===== src/region_track_pkg.sv =====
package region_track_pkg;

    //////////////////////////////////////////////////
    // Frame geometry and datapath widths
    //////////////////////////////////////////////////

    localparam int FRAME_W  = 640;
    localparam int COORD_W  = 10;
    localparam int ADDR_W   = 19;
    localparam int CAM_W    = 8;
    localparam int PIX_W    = 7;

    // Box span and area, one bit wider than the coordinate difference
    localparam int SPAN_W   = 11;
    localparam int AREA_W   = 22;
    localparam int THRESH_W = 15;

    // 4 by 3 grid of tracked regions
    localparam int NUM_REGIONS = 12;

    //////////////////////////////////////////////////
    // Sentinels and tuning
    //////////////////////////////////////////////////

    // Minimum coordinate of a region that saw no pixel
    localparam logic [COORD_W-1:0] NO_BOX = 10'd641;

    localparam logic [THRESH_W-1:0] DEFAULT_AREA_THRESH = 15'd16;

    // Frame edges per box latch
    localparam int LATCH_EVERY = 5;
    localparam int SEQ_CNT_W   = 3;

    // Frame-buffer values in mask mode
    localparam logic [PIX_W-1:0] MASK_SKIN = 7'h00;
    localparam logic [PIX_W-1:0] MASK_BG   = 7'h3F;

    localparam logic [PIX_W-1:0] PIX_FULL  = 7'h7F;

endpackage


===== src/box_outline_overlay.sv =====
`timescale 1ns/1ps

module box_outline_overlay (
    input  logic clk,
    input  logic reset,
    input  logic [region_track_pkg::COORD_W-1:0] draw_x_i,
    input  logic [region_track_pkg::COORD_W-1:0] draw_y_i,
    input  logic [region_track_pkg::PIX_W-1:0]   fb_pixel_i,
    input  logic [region_track_pkg::COORD_W-1:0] min_x_i [region_track_pkg::NUM_REGIONS],
    input  logic [region_track_pkg::COORD_W-1:0] max_x_i [region_track_pkg::NUM_REGIONS],
    input  logic [region_track_pkg::COORD_W-1:0] min_y_i [region_track_pkg::NUM_REGIONS],
    input  logic [region_track_pkg::COORD_W-1:0] max_y_i [region_track_pkg::NUM_REGIONS],
    input  logic [region_track_pkg::NUM_REGIONS-1:0] region_ok_i,
    input  logic highlight_i,
    output logic [region_track_pkg::PIX_W-1:0]   red_o,
    output logic [region_track_pkg::PIX_W-1:0]   green_o,
    output logic [region_track_pkg::PIX_W-1:0]   blue_o
);

    import region_track_pkg::*;

    logic [NUM_REGIONS-1:0] on_row;
    logic [NUM_REGIONS-1:0] on_col;
    logic                   hit;
    logic                   paint;

    //////////////////////////////////////////////////
    // Outline test
    //////////////////////////////////////////////////

    always_comb begin
        for (int i = 0; i < NUM_REGIONS; i++) begin
            // Top or bottom edge, inside the x span
            on_row[i] = (draw_y_i == min_y_i[i] || draw_y_i == max_y_i[i]) &&
                        draw_x_i >= min_x_i[i] && draw_x_i <= max_x_i[i];
            // Left or right edge, inside the y span
            on_col[i] = (draw_x_i == min_x_i[i] || draw_x_i == max_x_i[i]) &&
                        draw_y_i >= min_y_i[i] && draw_y_i <= max_y_i[i];
        end
    end

    // Only boxes that passed the area filter count
    assign hit   = |((on_row | on_col) & region_ok_i);
    assign paint = hit & highlight_i;

    // Output colors
    always_ff @(posedge clk or posedge reset) begin
        if (reset) begin
            red_o   <= '0;
            green_o <= '0;
            blue_o  <= '0;
        end else if (paint) begin
            red_o   <= PIX_FULL;
            green_o <= '0;
            blue_o  <= '0;
        end else begin
            // Plain gray from the frame buffer
            red_o   <= fb_pixel_i;
            green_o <= fb_pixel_i;
            blue_o  <= fb_pixel_i;
        end
    end

endmodule


===== config.mk =====
export PLATFORM = sky130hd
export DESIGN_NAME = box_outline_overlay
export DESIGN_NICKNAME = d
export VERILOG_FILES = /design/src/region_track_pkg.sv /design/src/box_outline_overlay.sv
export SDC_FILE = /design/constraint.sdc
export NUM_CORES = 1
export LEC_CHECK = 0
export BUFFER_PORTS_ARGS = -buffer_cell sky130_fd_sc_hd__clkbuf_2
export CAP_MARGIN = 20
export CORE_AREA = 2 2 213 215
export CTS_BUF_LIST = sky130_fd_sc_hd__clkbuf_16
export CTS_CLUSTER_DIAMETER = 60
export CTS_CLUSTER_SIZE = 40
export DETAILED_ROUTE_END_ITERATION = 7
export DIE_AREA = 0 0 215 217
export PLACE_DENSITY = 0.54
export SLEW_MARGIN = 10
export SYNTH_ARGS = -nofsm -noshare
export SYNTH_HDL_FRONTEND = slang
export SYNTH_SLANG_ARGS = --single-unit

===== constraint.sdc =====
create_clock -name clk -period 0.9 [get_ports clk]
set_input_delay 0.09 -clock clk [delete_from_list [all_inputs] [get_ports clk]]
set_output_delay 0.09 -clock clk [all_outputs]
set_load 0.05 [all_outputs]

## Word-level counts from Yosys, hierarchy flattened

Cells that the tools add are included.

| cells by class | value |
|---|---|
| $lt $le $gt $ge | 48 |
| eq/ne operators | 48 |
| muxes and demuxes | 2 |
| bitwise logic cells | 3 |
| reduce and logical (&&, ||, !) cells | 73 |

Operators by type and width:

| cell | number |
|---|---|
| == test 10 bit | 48 |
| >= comparator 10 bit | 24 |
| <= comparator 10 bit | 24 |
| logical AND 1 bit | 48 |
| logical OR 1 bit | 24 |
| two-way mux 7 bit | 2 |
| bitwise AND 12 bit | 1 |
| bitwise OR 12 bit | 1 |
| OR reduction 12 bit | 1 |
| bitwise AND 1 bit | 1 |

| storage, ports and cells | value |
|---|---|
| bits in registers | 14 |
| bits of input ports | 522 |
| output and inout port bits | 21 |
| word-level logic and storage cells | 176 |

## Logic depth before layout (Yosys ltp)

Gate-level depths: netlist (run 1).

| logic depth | value |
|---|---|
| depth in word-level cells | 9 |
| depth in mapped cells | 11 |
| mapped depth without buffers | 10 |

## Least setup slack after synthesis (run 1)

No wires, ideal clock.

| timing path | value |
|---|---|
| path type | input to register |
| start | input port draw_y_i[0] (netlist name) |
| end | register red_o[0] (netlist name) |
| setup time | 141 ps |
| data arrival time | 2441 ps |
| required time | 759 ps |
| path slack | -1682 ps |
| cell stages on the path | 11 |
| path buffers | 1 |
| cell sequence | inv_1 -> ha_1 -> nand2b_1 -> a21oi_1 -> o221ai_2 -> a221oi_1 -> o32ai_1 -> nor4_2 -> and4_1 -> buf_2 -> a41oi_1 |

| on the way | value |
|---|---|
| cells in the longest elaborated chain, start to end | 9 |
| elaborated cells on any way between the ends | 113 |
| classes of those cells | 24 x order compare; 24 x eq/ne; 1 x mux; 3 x bitwise; 61 x reduce/logical |

RTL lines:

| element | line | text |
|---|---|---|
| start, declared | box_outline_overlay.sv:7 | `input logic [region_track_pkg::COORD_W-1:0] draw_y_i,` |
| branches (longest 4 deep; another with >= comparator 10 bit) | -- |  |
| bitwise OR 12 bit (*) | box_outline_overlay.sv:43 | `assign hit = \|((on_row \| on_col) & region_ok_i);` |
| bitwise AND 12 bit (*) | box_outline_overlay.sv:43 |  |
| OR reduction 12 bit (*) | box_outline_overlay.sv:43 |  |
| bitwise AND 1 bit (*) | box_outline_overlay.sv:44 | `assign paint = hit & highlight_i;` |
| two-way mux 7 bit (*) | box_outline_overlay.sv:52 | `end else if (paint) begin` |
| end signal, assigned | box_outline_overlay.sv:58 | `red_o <= fb_pixel_i;` |
| end, declared | box_outline_overlay.sv:15 | `output logic [region_track_pkg::PIX_W-1:0] red_o,` |

Every way passes the cells marked *.

## Final worst setup path (run 1)

| timing path | value |
|---|---|
| start | input port draw_x_i[0] (netlist name) |
| end | register blue_o[6] (netlist name) |

| on the way | value |
|---|---|
| cells in the longest elaborated chain, start to end | 9 |
| elaborated cells on any way between the ends | 113 |
| classes of those cells | 24 x order compare; 24 x eq/ne; 1 x mux; 3 x bitwise; 61 x reduce/logical |

RTL lines:

| element | line | text |
|---|---|---|
| start, declared | box_outline_overlay.sv:6 | `input logic [region_track_pkg::COORD_W-1:0] draw_x_i,` |
| branches (longest 4 deep; another with >= comparator 10 bit) | -- |  |
| bitwise OR 12 bit (*) | box_outline_overlay.sv:43 |  |
| bitwise AND 12 bit (*) | box_outline_overlay.sv:43 |  |
| OR reduction 12 bit (*) | box_outline_overlay.sv:43 |  |
| bitwise AND 1 bit (*) | box_outline_overlay.sv:44 |  |
| two-way mux 7 bit (*) | box_outline_overlay.sv:52 |  |
| end signal, assigned | box_outline_overlay.sv:60 | `blue_o <= fb_pixel_i;` |
| end, declared | box_outline_overlay.sv:17 | `output logic [region_track_pkg::PIX_W-1:0] blue_o` |

Marked as above.

==> summary.txt, run 1 <==
Run status
  – Status: finished, violations left
  – Failing checks: negative setup slack

STA
  – Slew Limit Fails: 0
  – Hold Violations, Final: 0
  – Final period util: 276%
  – Worst Tran Pin Value: 0.464 ns
  – Max-slew headroom: 68.9%
  – RSZ-0062 raised after global routing: yes
  – Final Setup Violations: 28
  – Fmax: 0.403 GHz
  – Crit path time final: 2.48 ns
  – Hold WS: 0.149 ns
  – Worst Slack Setup Final: -1.58 ns

Routing
  – Vias per inst: 4.92
  – Total wire length: 58.7 mm
  – Antenna-violating nets left: 0
  – Iteration-0 DRC Markers: 776
  – Detailed-route wire length per cell: 19.1 µm
  – Pre-Repair DR Iteration Count: 7
  – Vias after detailed routing: 15133
  – Remaining routing DRC violations: 0

Clock tree
  – H-tree depth: 1
  – Sink Count: 14
  – CTS clk-pin slew, worst paths: 0.05 ns
  – CTS tree: yes
  – CTS max path bufs: 2
  – Root Driver: clkbuf_16
  – CTS Buf Count: 3

Die
  – # rows: 78
  – Core ar.: 44700 µm²
  – IO Count: 543
  – Die width: 215 µm
  – Die Height: 217 µm
  – Initial Utilization: 28.8%
  – DIE AREA: 46700 µm²

Pwr
  – Leakage: 11.4 nW
  – Max IR drop VDD: 935 µV
  – Pwr dens: 543 nW/µm²

Critical path
  – Critical path capture point: blue_o[6]$_DFF_PP0_
  – CP startpoint: draw_x_i[0]
  – Worst EP arrival: 2.62 ns
  – Crit. End Element: flip-flop
  – CP Max Fanout: 8
  – Critical Path Source Type: input pin
  – Setup CP Type: in -> reg
  – WP data required: 1.04 ns

Finish
  – # fillers: 4669
  – Core Util, Final: 42.3%
  – Layout cells sized above 1: 33.8%
  – Finished Layout Cells: 3074
  – P&R area growth vs syn: 46.9%
  – Layout Nets: 3473
  – Post-route cell area: 18900 µm²

Synth
  – Syn_nets: 2762
  – Ys flop type: dfrtp_1
  – Average size of a mapped cell: 7.31 µm²
  – Sequential share of the synthesized area: 2.72%
  – Netlist cell types: 66
  – Yosys reg bits: 14
  – Post-synth EDFFs: 0
  – FFs w/ async S/R, synth: 100%
  – Netlist area before placement: 12900 µm²
  – Synth Warn #: 0
  – Syn Inst Count: 1760

Global route
  – GRT Overall Usage: 24.1%
  – First-pass GRT wire length: 86.4 mm
  – Vias in the first global route: 15431
  – Initial antenna violation count: 11
  – Largest net degree at the start of global routing: 15
  – Total global routing overflow: 0

Worst hold path
  – Hold Path Class: in -> reg

Placement
  – PortBufs: 542
  – Worst slack at placement: -2.21 ns
  – Dpl cell area: 17700 µm²
  – Post-DP HPWL: 52.7 mm
  – Dpl cells: 3060
  – GP Congestion: 0.942

Flow run
  – Max-cap violations: 0
## state kept, by name, indices dropped and copies added (netlist names)
signal  flops
blue_o      7
red_o       7
## power breakdown
group	switching, mW	leakage [nW]	internal (mW)
Combinational	4.55	11.2	4.12
Sequential	0.0463	0.157	0.679
Clock	0.268	0.0386	0.589
## how the worst min path moves through the flow
stage / slack (ns) / end / from / depth (start not counted)
final: 0.15 / red_o[3]$_DFF_PP0_ / fb_pixel_i[3] / 3
after global routing: 0.16 / red_o[3]$_DFF_PP0_ / fb_pixel_i[3] / 3
after CTS: 0.12 / red_o[2]$_DFF_PP0_ / fb_pixel_i[2] / 3
after detailed placement: 0.13 / red_o[6]$_DFF_PP0_ / reset / 2
after global placement: 0.12 / red_o[0]$_DFF_PP0_ / reset / 2
after floorplan: -0.02 / red_o[0]$_DFF_PP0_ / reset / 1
## cell usage in the layout (no fill, tap or decap), types with 8 or more instances in the layout
cell	synthesis	routed
buf_12	0	14
nor2_1	59	59
buf_8	0	18
o21ai_1	18	18
nand2_1	77	74
a211oi_1	26	24
and4_1	11	9
and3_1	15	15
nand3_1	21	21
o221ai_1	13	8
nor3_1	35	31
nand2b_1	42	39
a21oi_1	134	124
a21o_1	61	61
inv_1	474	471
a21oi_2	2	11
nand4_1	78	78
nor2b_1	20	20
o21ai_0	53	50
ha_4	0	16
ha_1	480	464
clkbuf_2	0	510
buf_6	0	12
a31oi_1	16	13
buf_4	7	146
## synth_stat cells, types with 3 or more instances
| master | instances | area, µm² |
|---|---|---|
| ha_1 | 480 | 6010 |
| inv_1 | 474 | 1780 |
| a21oi_1 | 134 | 671 |
| nand4_1 | 78 | 488 |
| nand2_1 | 77 | 289 |
| a21o_1 | 61 | 458 |
| nor2_1 | 59 | 221 |
| o21ai_0 | 53 | 265 |
| nand2b_1 | 42 | 263 |
| nor3_1 | 35 | 175 |
| a211oi_1 | 26 | 195 |
| nand3_1 | 21 | 105 |
| nor2b_1 | 20 | 125 |
| o21ai_1 | 18 | 90.1 |
| a31oi_1 | 16 | 100 |
| and3_1 | 15 | 93.8 |
| dfrtp_1 | 14 | 350 |
| o221ai_1 | 13 | 114 |
| o32ai_1 | 13 | 114 |
| and4_1 | 11 | 96.3 |
| a41oi_1 | 9 | 78.8 |
| buf_4 | 7 | 52.6 |
| o21a_1 | 7 | 52.6 |
| a221oi_1 | 5 | 43.8 |
| nor4_1 | 5 | 31.3 |
| o31ai_1 | 5 | 37.5 |
| o211ai_1 | 4 | 30.0 |
| a221o_1 | 3 | 30.0 |
| a221oi_2 | 3 | 45.0 |
| o21bai_1 | 3 | 22.5 |
| o22ai_1 | 3 | 18.8 |
## layout make-up
cell class	instances	area (µm²)	share of cell area [%]
well taps	600	751	3.97
multi-input cells	1262	11400	60.3
clock inverters	1	3.75	0.0199
clock buffers	3	75.1	0.397
inverters	474	1790	9.47
repair buffers	716	4520	23.9
flip-flops and latches	14	359	1.90
diodes	4	10.0	0.0529
## kinds of logic after synthesis
family,Yosys count,share of synthesized area (%)
buffers and inverters,485,14.4
adder cells (fa/ha/maj),480,46.7
AO/OA/AOI/OAI,402,20.5
AND/OR/NAND/NOR,379,15.7
flip-flops,14,2.72
## timing repair
| action | 4_1_cts | 5_1_grt |
|---|---|---|
| endpoints found under the hold margin | 14 | 0 |
| endpoints found under the setup margin | 35 | 45 |
| hold buffers | 1 | 0 |
| buffers inserted | 3 | 1 |
| gates cloned | 1 | 1 |
| gates resized for setup | 131 | 60 |
| pin swaps | 26 | 24 |
## routing by layer
metal  vias to the layer above  track usage [%]  wire length (µm)
met5                         -                0               101
met1                      6956             30.7             25700
met4                        14             5.26              1460
met3                        84             2.45              3070
met2                       472             43.6             28400
li1                       7607                -                 -
## worst max-delay path, stage by stage
cell,delay (ns)
buf_6,0.08
clkinvlp_4,0.11
buf_12,0.18
buf_12,0.14
buf_12,0.14
ha_1,0.30
nand2b_1,0.15
a21o_1,0.18
a221o_1,0.31
a21oi_2,0.15
nor3_2,0.08
o21ai_4,0.25
nand2_1,0.15
o32ai_4,0.30
## per-stage QoR
stage / setup TNS, ns / total power, mW
after floorplan: -19.95 / 4.81
after global placement: -30.46 / 8.57
after detailed placement: -30.32 / 8.76
after CTS: -21.93 / 10.0
after global routing: -24.16 / 11.3
final: -21.61 / 10.3
Note: power is estimated with default switching activity, not from simulation.
==> run 2: changes to the inputs <==
--- a/config.mk
+++ b/config.mk
@@ -7,13 +7,15 @@
 export LEC_CHECK = 0
 export BUFFER_PORTS_ARGS = -buffer_cell sky130_fd_sc_hd__clkbuf_2
 export CAP_MARGIN = 20
-export CORE_AREA = 2 2 213 215
+export CELL_PAD_IN_SITES_DETAIL_PLACEMENT = 1
+export CELL_PAD_IN_SITES_GLOBAL_PLACEMENT = 1
+export CORE_AREA = 2 2 211 213
 export CTS_BUF_LIST = sky130_fd_sc_hd__clkbuf_16
 export CTS_CLUSTER_DIAMETER = 60
 export CTS_CLUSTER_SIZE = 40
 export DETAILED_ROUTE_END_ITERATION = 7
-export DIE_AREA = 0 0 215 217
-export PLACE_DENSITY = 0.54
+export DIE_AREA = 0 0 213 215
+export PLACE_DENSITY = 0.74
 export SLEW_MARGIN = 10
 export SYNTH_ARGS = -nofsm -noshare
 export SYNTH_HDL_FRONTEND = slang
==> run 2 against run 1 <==
- the flow still finishes with violations (negative setup slack)
- combinational power grew 5.6%
- critical path depth stayed put
- via count rose by 4.7%
- flip-flop and latch count stayed put
- final cell count increased by 0.36%
- clock power down 2%
- sequential power up 0.8%
- worst setup slack got worse by 0.023 ns
- power is 4.8% higher
- design area grew 2.5%
- critical path type unchanged
==> summary.txt, run 2 (synthesis gave the netlist of run 1 again) <==
Clock tree
  – Root Driver: clkbuf_16
  – CTS Buf Count: 3
  – H-tree depth: 1
  – CTS max path bufs: 2
  – Sink Count: 14
  – CTS tree: yes
  – CTS clk-pin slew, worst paths: 0.05 ns

Pwr
  – Pwr dens: 555 nW/µm²
  – Max IR drop VDD: 799 µV
  – Total power: 10.7 mW
  – Leakage: 11.6 nW

STA
  – Max-slew headroom: 65.8%
  – Slew Limit Fails: 0
  – Fin Setup TNS: -22.39 ns
  – Final period util: 278%
  – Worst Slack Setup Final: -1.60 ns
  – Final Setup Violations: 30
  – Worst Tran Pin Value: 0.512 ns
  – RSZ-0062 raised after global routing: yes
  – Fmax: 0.400 GHz
  – Hold Violations, Final: 0
  – Crit path time final: 2.50 ns

Routing
  – Vias after detailed routing: 15847
  – Detailed-route wire length per cell: 21.3 µm
  – Pre-Repair DR Iteration Count: 5
  – Vias per inst: 5.14
  – Antenna-violating nets left: 0
  – Total wire length: 65.8 mm
  – Iteration-0 DRC Markers: 520
  – Remaining routing DRC violations: 0

Die
  – # rows: 77
  – DIE AREA: 45800 µm²
  – Die width: 213 µm
  – IO Count: 543
  – Core ar.: 43600 µm²
  – Initial Utilization: 29.5%
  – Die Height: 215 µm

Run status
  – Status: finished, violations left
  – Failing checks: negative setup slack

Placement
  – Worst slack at placement: -2.28 ns
  – GP Congestion: 0.937
  – Post-DP HPWL: 57.8 mm
  – PortBufs: 542
  – Dpl cells: 3056

Critical path
  – Crit. End Element: flip-flop
  – WP data required: 1.01 ns
  – Critical Path Source Type: input pin
  – Worst EP arrival: 2.61 ns
  – Setup CP Type: in -> reg
  – CP Max Fanout: 7

Worst hold path
  – Hold Path Class: in -> reg
  – Worst hold stages: 3
  – Hold Path Origin: fb_pixel_i[3]
  – Hold Path End: red_o[3]$_DFF_PP0_

Global route
  – Vias in the first global route: 17837
  – First-pass GRT wire length: 97.2 mm
  – Initial antenna violation count: 17
  – Total global routing overflow: 0
  – Largest net degree at the start of global routing: 18
  – GRT Overall Usage: 27.8%

Finish
  – Finished Layout Cells: 3085
  – Layout cells sized above 1: 34.8%
  – Core Util, Final: 44.4%
  – Most frequent cells in the layout: clkbuf_2, inv_1, ha_1
  – P&R area growth vs syn: 50.6%
  – Commonest non-fill, non-tap cell in the layout: clkbuf_2
  – Layout Nets: 3484
  – Top flop regs: blue_o: 7 flops, red_o: 7 flops

Flow run
  – Max-cap violations: 0
## run 2: cell count changes in the layout (fill, tap and decap cells not counted), moves of 4 or more
cell,before,now
a21oi_1,124,120
nor3_1,31,26
nand2b_1,39,34
nor3_2,4,8
clkbuf_4,6,0
clkbuf_2,510,517
clkbuf_8,7,3
buf_8,18,22
diode_2,4,12
nand2b_4,3,9
buf_12,14,27
## run 2: layer usage
metal  part of all wire [%]  GRT usage [%]  vias to the layer above  routed length [µm]
li1                       -              -                     7618                   -
met1                     40           31.6                     7502               26200
met2                     49           50.4                      534               32600
met3                    5.3           3.95                      181                3520
met4                    5.2           13.4                       12                3440
met5                   0.12              0                        -                  76
## run 2: how the worst max path moves through the flow
stage / slack (ns) / endpoint / cells past startpoint / startpoint
finish: -1.60 / red_o[2]$_DFF_PP0_ / 14 / draw_y_i[0]
floorplan: -1.45 / red_o[0]$_DFF_PP0_ / 11 / draw_y_i[0]
CTS: -1.63 / blue_o[3]$_DFF_PP0_ / 14 / draw_y_i[0]
detailed placement: -2.28 / blue_o[4]$_DFF_PP0_ / 15 / draw_y_i[0]
global route: -1.72 / red_o[6]$_DFF_PP0_ / 13 / draw_x_i[9]
global placement: -2.20 / blue_o[3]$_DFF_PP0_ / 14 / draw_y_i[0]
## run 2: timing repair
item	4_1_cts	5_1_grt
hold endpoints to repair	14	0
resized for setup	128	91
buffers inserted	11	4
hold buffers	1	0
pin swaps	41	44
setup endpoints to repair	35	34
## run 2: where the power goes
group	switching (mW)	internal, mW
Clock	0.255	0.587
Combinational	4.87	4.30
Sequential	0.0523	0.679
## run 2: layout make-up
cell class,count,area (µm²)
antenna,12,30.0
clock buffer,3,75.1
clock inverter,1,3.75
fill,5540,24300
inverter,474,1790
multi-input combinational,1261,11600
sequential,14,359
tap,592,741
timing repair buffer,728,4740
## run 2: worst max-delay path: stages
cell and delay [ns]:
buf_8 0.07, clkinvlp_4 0.14, buf_12 0.17, buf_12 0.13
buf_8 0.13, ha_4 0.21, nand2b_4 0.13, a21o_1 0.15
a211o_1 0.30, o22ai_2 0.21, o32ai_4 0.14, a2bb2oi_4 0.29
and2_4 0.29, a41oi_2 0.14
## run 2: metrics by stage
step,hold WS [ns],instance area [µm²]
final,0.154,19400
after global routing,0.170,19400
after CTS,0.148,18800
after detailed placement,0.0778,17900
after global placement,0.0801,17900
after floorplan,-0.0213,12900
==> run 3: changes to the inputs <==
--- a/config.mk
+++ b/config.mk
@@ -9,13 +9,13 @@
 export CAP_MARGIN = 20
 export CELL_PAD_IN_SITES_DETAIL_PLACEMENT = 1
 export CELL_PAD_IN_SITES_GLOBAL_PLACEMENT = 1
-export CORE_AREA = 2 2 211 213
+export CORE_AREA = 2 2 210 212
 export CTS_BUF_LIST = sky130_fd_sc_hd__clkbuf_16
 export CTS_CLUSTER_DIAMETER = 60
 export CTS_CLUSTER_SIZE = 40
 export DETAILED_ROUTE_END_ITERATION = 7
-export DIE_AREA = 0 0 213 215
-export PLACE_DENSITY = 0.74
+export DIE_AREA = 0 0 212 214
+export PLACE_DENSITY = 0.77
 export SLEW_MARGIN = 10
 export SYNTH_ARGS = -nofsm -noshare
 export SYNTH_HDL_FRONTEND = slang
==> constraint.sdc (replaced) <==
create_clock -name clk -period 2.05 [get_ports clk]
set_input_delay 0.205 -clock clk [delete_from_list [all_inputs] [get_ports clk]]
set_output_delay 0.205 -clock clk [all_outputs]
set_load 0.05 [all_outputs]
==> run 3 against run 2 <==
- the flow still finishes with violations (negative setup slack)
- flip-flop and latch count is the same
- worst hold slack improved by 0.11 ns
- die area decreased by 0.93%
- clock-buffer cell count stayed put
- via count increased by 0.45%
- combinational power decreased by 58%
==> summary.txt, run 3 (synthesis gave the netlist of run 1 again) <==
Finish
  – Most frequent cells in the layout: clkbuf_2, inv_1, ha_1
  – Top flop regs: blue_o: 7 flops, red_o: 7 flops
  – Commonest non-fill, non-tap cell in the layout: clkbuf_2
  – Finished Layout Cells: 3063
  – Layout Nets: 3470
  – P&R area growth vs syn: 45.9%
  – Layout cells sized above 1: 33.7%
  – Core Util, Final: 43.8%
  – # fillers: 5494

Global route
  – Initial antenna violation count: 12
  – GRT Overall Usage: 27.8%
  – Largest net degree at the start of global routing: 20
  – Total global routing overflow: 0
  – Vias in the first global route: 17912
  – First-pass GRT wire length: 97.4 mm

Critical path
  – CP top delay family: compound AO/OA/AOI/OAI gates
  – WP data required: 2.21 ns
  – CP Max Fanout: 8
  – Worst EP arrival: 2.72 ns
  – Crit-path slowest cell: o41ai_1
  – Crit. End Element: flip-flop
  – CP most frequent cell: buf_4
  – Critical Path Source Type: input pin
  – Worst stage delay on the critical path: 0.58 ns
  – CP Cell Sequence: clkbuf_2 -> buf_4 -> buf_4 -> ha_1 -> a211oi_1 -> nor2_1 -> o41ai_1 -> a32oi_2 -> a2bb2oi_4 -> and2_4 -> a41oi_1
  – Setup CP Type: in -> reg
  – Bufs and invs on worst path: 3

STA
  – Worst Slack Setup Final: -0.511 ns
  – Crit path time final: 2.56 ns
  – RSZ-0062 raised after global routing: yes
  – Max-slew headroom: 61.5%
  – Slew Limit Fails: 0
  – Final Setup Violations: 14
  – Worst Tran Pin Value: 0.571 ns
  – Hold Violations, Final: 0
  – Final period util: 125%
  – Hold WS: 0.264 ns
  – Fmax: 0.390 GHz

Clock tree
  – CTS max path bufs: 2
  – CTS clk-pin slew, worst paths: 0.05 ns
  – Root Driver: clkbuf_16
  – CTS Buf Count: 3
  – CTS tree: yes
  – Sink Count: 14
  – H-tree depth: 1

Worst hold path
  – Worst hold stages: 3
  – Hold Path Origin: fb_pixel_i[3]
  – Hold Path Class: in -> reg
  – Hold Path End: red_o[3]$_DFF_PP0_

Routing
  – Pre-Repair DR Iteration Count: 5
  – Total wire length: 65.2 mm
  – Detailed-route wire length per cell: 21.3 µm
  – Remaining routing DRC violations: 0
  – Antenna-violating nets left: 0
  – Vias after detailed routing: 15918
  – DR top layer: met5
  – WL met3: 3.61 mm
  – Iteration-0 DRC Markers: 641
  – Met1 WL: 26.0 mm
  – DR WL met2: 32.3 mm
  – Vias per inst: 5.20

Die
  – # rows: 76
  – DIE AREA: 45400 µm²
  – IO Count: 543
  – Core ar.: 42900 µm²
  – Initial Utilization: 30.0%
  – Die width: 212 µm
  – Die Height: 214 µm

Pwr
  – Pwr dens: 242 nW/µm²
  – Max IR drop VDD: 239 µV
  – Leakage: 11.4 nW

Flow run
  – Max-cap violations: 0

Placement
  – PortBufs: 542
  – Post-DP HPWL: 57.6 mm
  – Dpl cells: 3033
  – GP Congestion: 0.940

Run status
  – Status: finished, violations left
  – Failing checks: negative setup slack
run 3: changes by cell type in the layout (fill, tap and decap cells not counted), sizes merged:
cell,change
clkbuf,+19
clkinv,-1
buf,-33
run 3: per-stage QoR:
step / cell area (µm²) / setup slack [ns] / setup TNS [ns] / total power, mW
CTS: 18200 / -0.477 / -6.31 / 4.41
global placement: 17800 / -0.864 / -11.69 / 3.73
floorplan: 12900 / -0.418 / -5.43 / 2.11
detailed placement: 17800 / -0.956 / -12.66 / 3.95
global route: 18800 / -0.587 / -7.84 / 5.01
finish: 18800 / -0.511 / -6.64 / 4.55
run 3: final cells by class:
class / instances / area [µm²] / area share [%]
Sequential cell: 14 / 350 / 1.87
Tap cell: 585 / 732 / 3.90
Clock buffer: 3 / 75.1 / 0.400
Multi-Input combinational cell: 1261 / 11300 / 60.4
Antenna cell: 12 / 30.0 / 0.160
Inverter: 474 / 1790 / 9.51
Timing Repair Buffer: 714 / 4460 / 23.7
run 3: what timing repair did:
action / in CTS / in global routing
pin swaps: 16 / 41
hold buffers: 1 / 0
hold endpoints to repair: 14 / 0
gates resized for setup: 57 / 74
gates cloned: 0 / 1
setup buffers: 8 / 6
endpoints found under the setup margin: 14 / 14
run 3: worst max path at each step:
stage / cells past startpoint / from / endpoint / slack (ns)
CTS: 14 / draw_y_i[3] / red_o[0]$_DFF_PP0_ / -0.48
finish: 11 / draw_x_i[7] / red_o[3]$_DFF_PP0_ / -0.51
global route: 11 / draw_x_i[7] / red_o[5]$_DFF_PP0_ / -0.59
global placement: 13 / draw_x_i[5] / red_o[6]$_DFF_PP0_ / -0.86
floorplan: 11 / draw_y_i[0] / red_o[0]$_DFF_PP0_ / -0.42
detailed placement: 12 / draw_x_i[5] / red_o[4]$_DFF_PP0_ / -0.96
run 3: power by group:
part | switching, mW | internal, mW
sequential | 0.0102 | 0.296
clock | 0.108 | 0.255
combinational | 2.10 | 1.78
total | 2.22 | 2.33
run 3: metal layers:
layer,track usage [%],up-vias
li1,-,7582
met3,3.59,176
met2,50.9,575
met1,31.7,7583
met5,0,-
met4,12.5,2
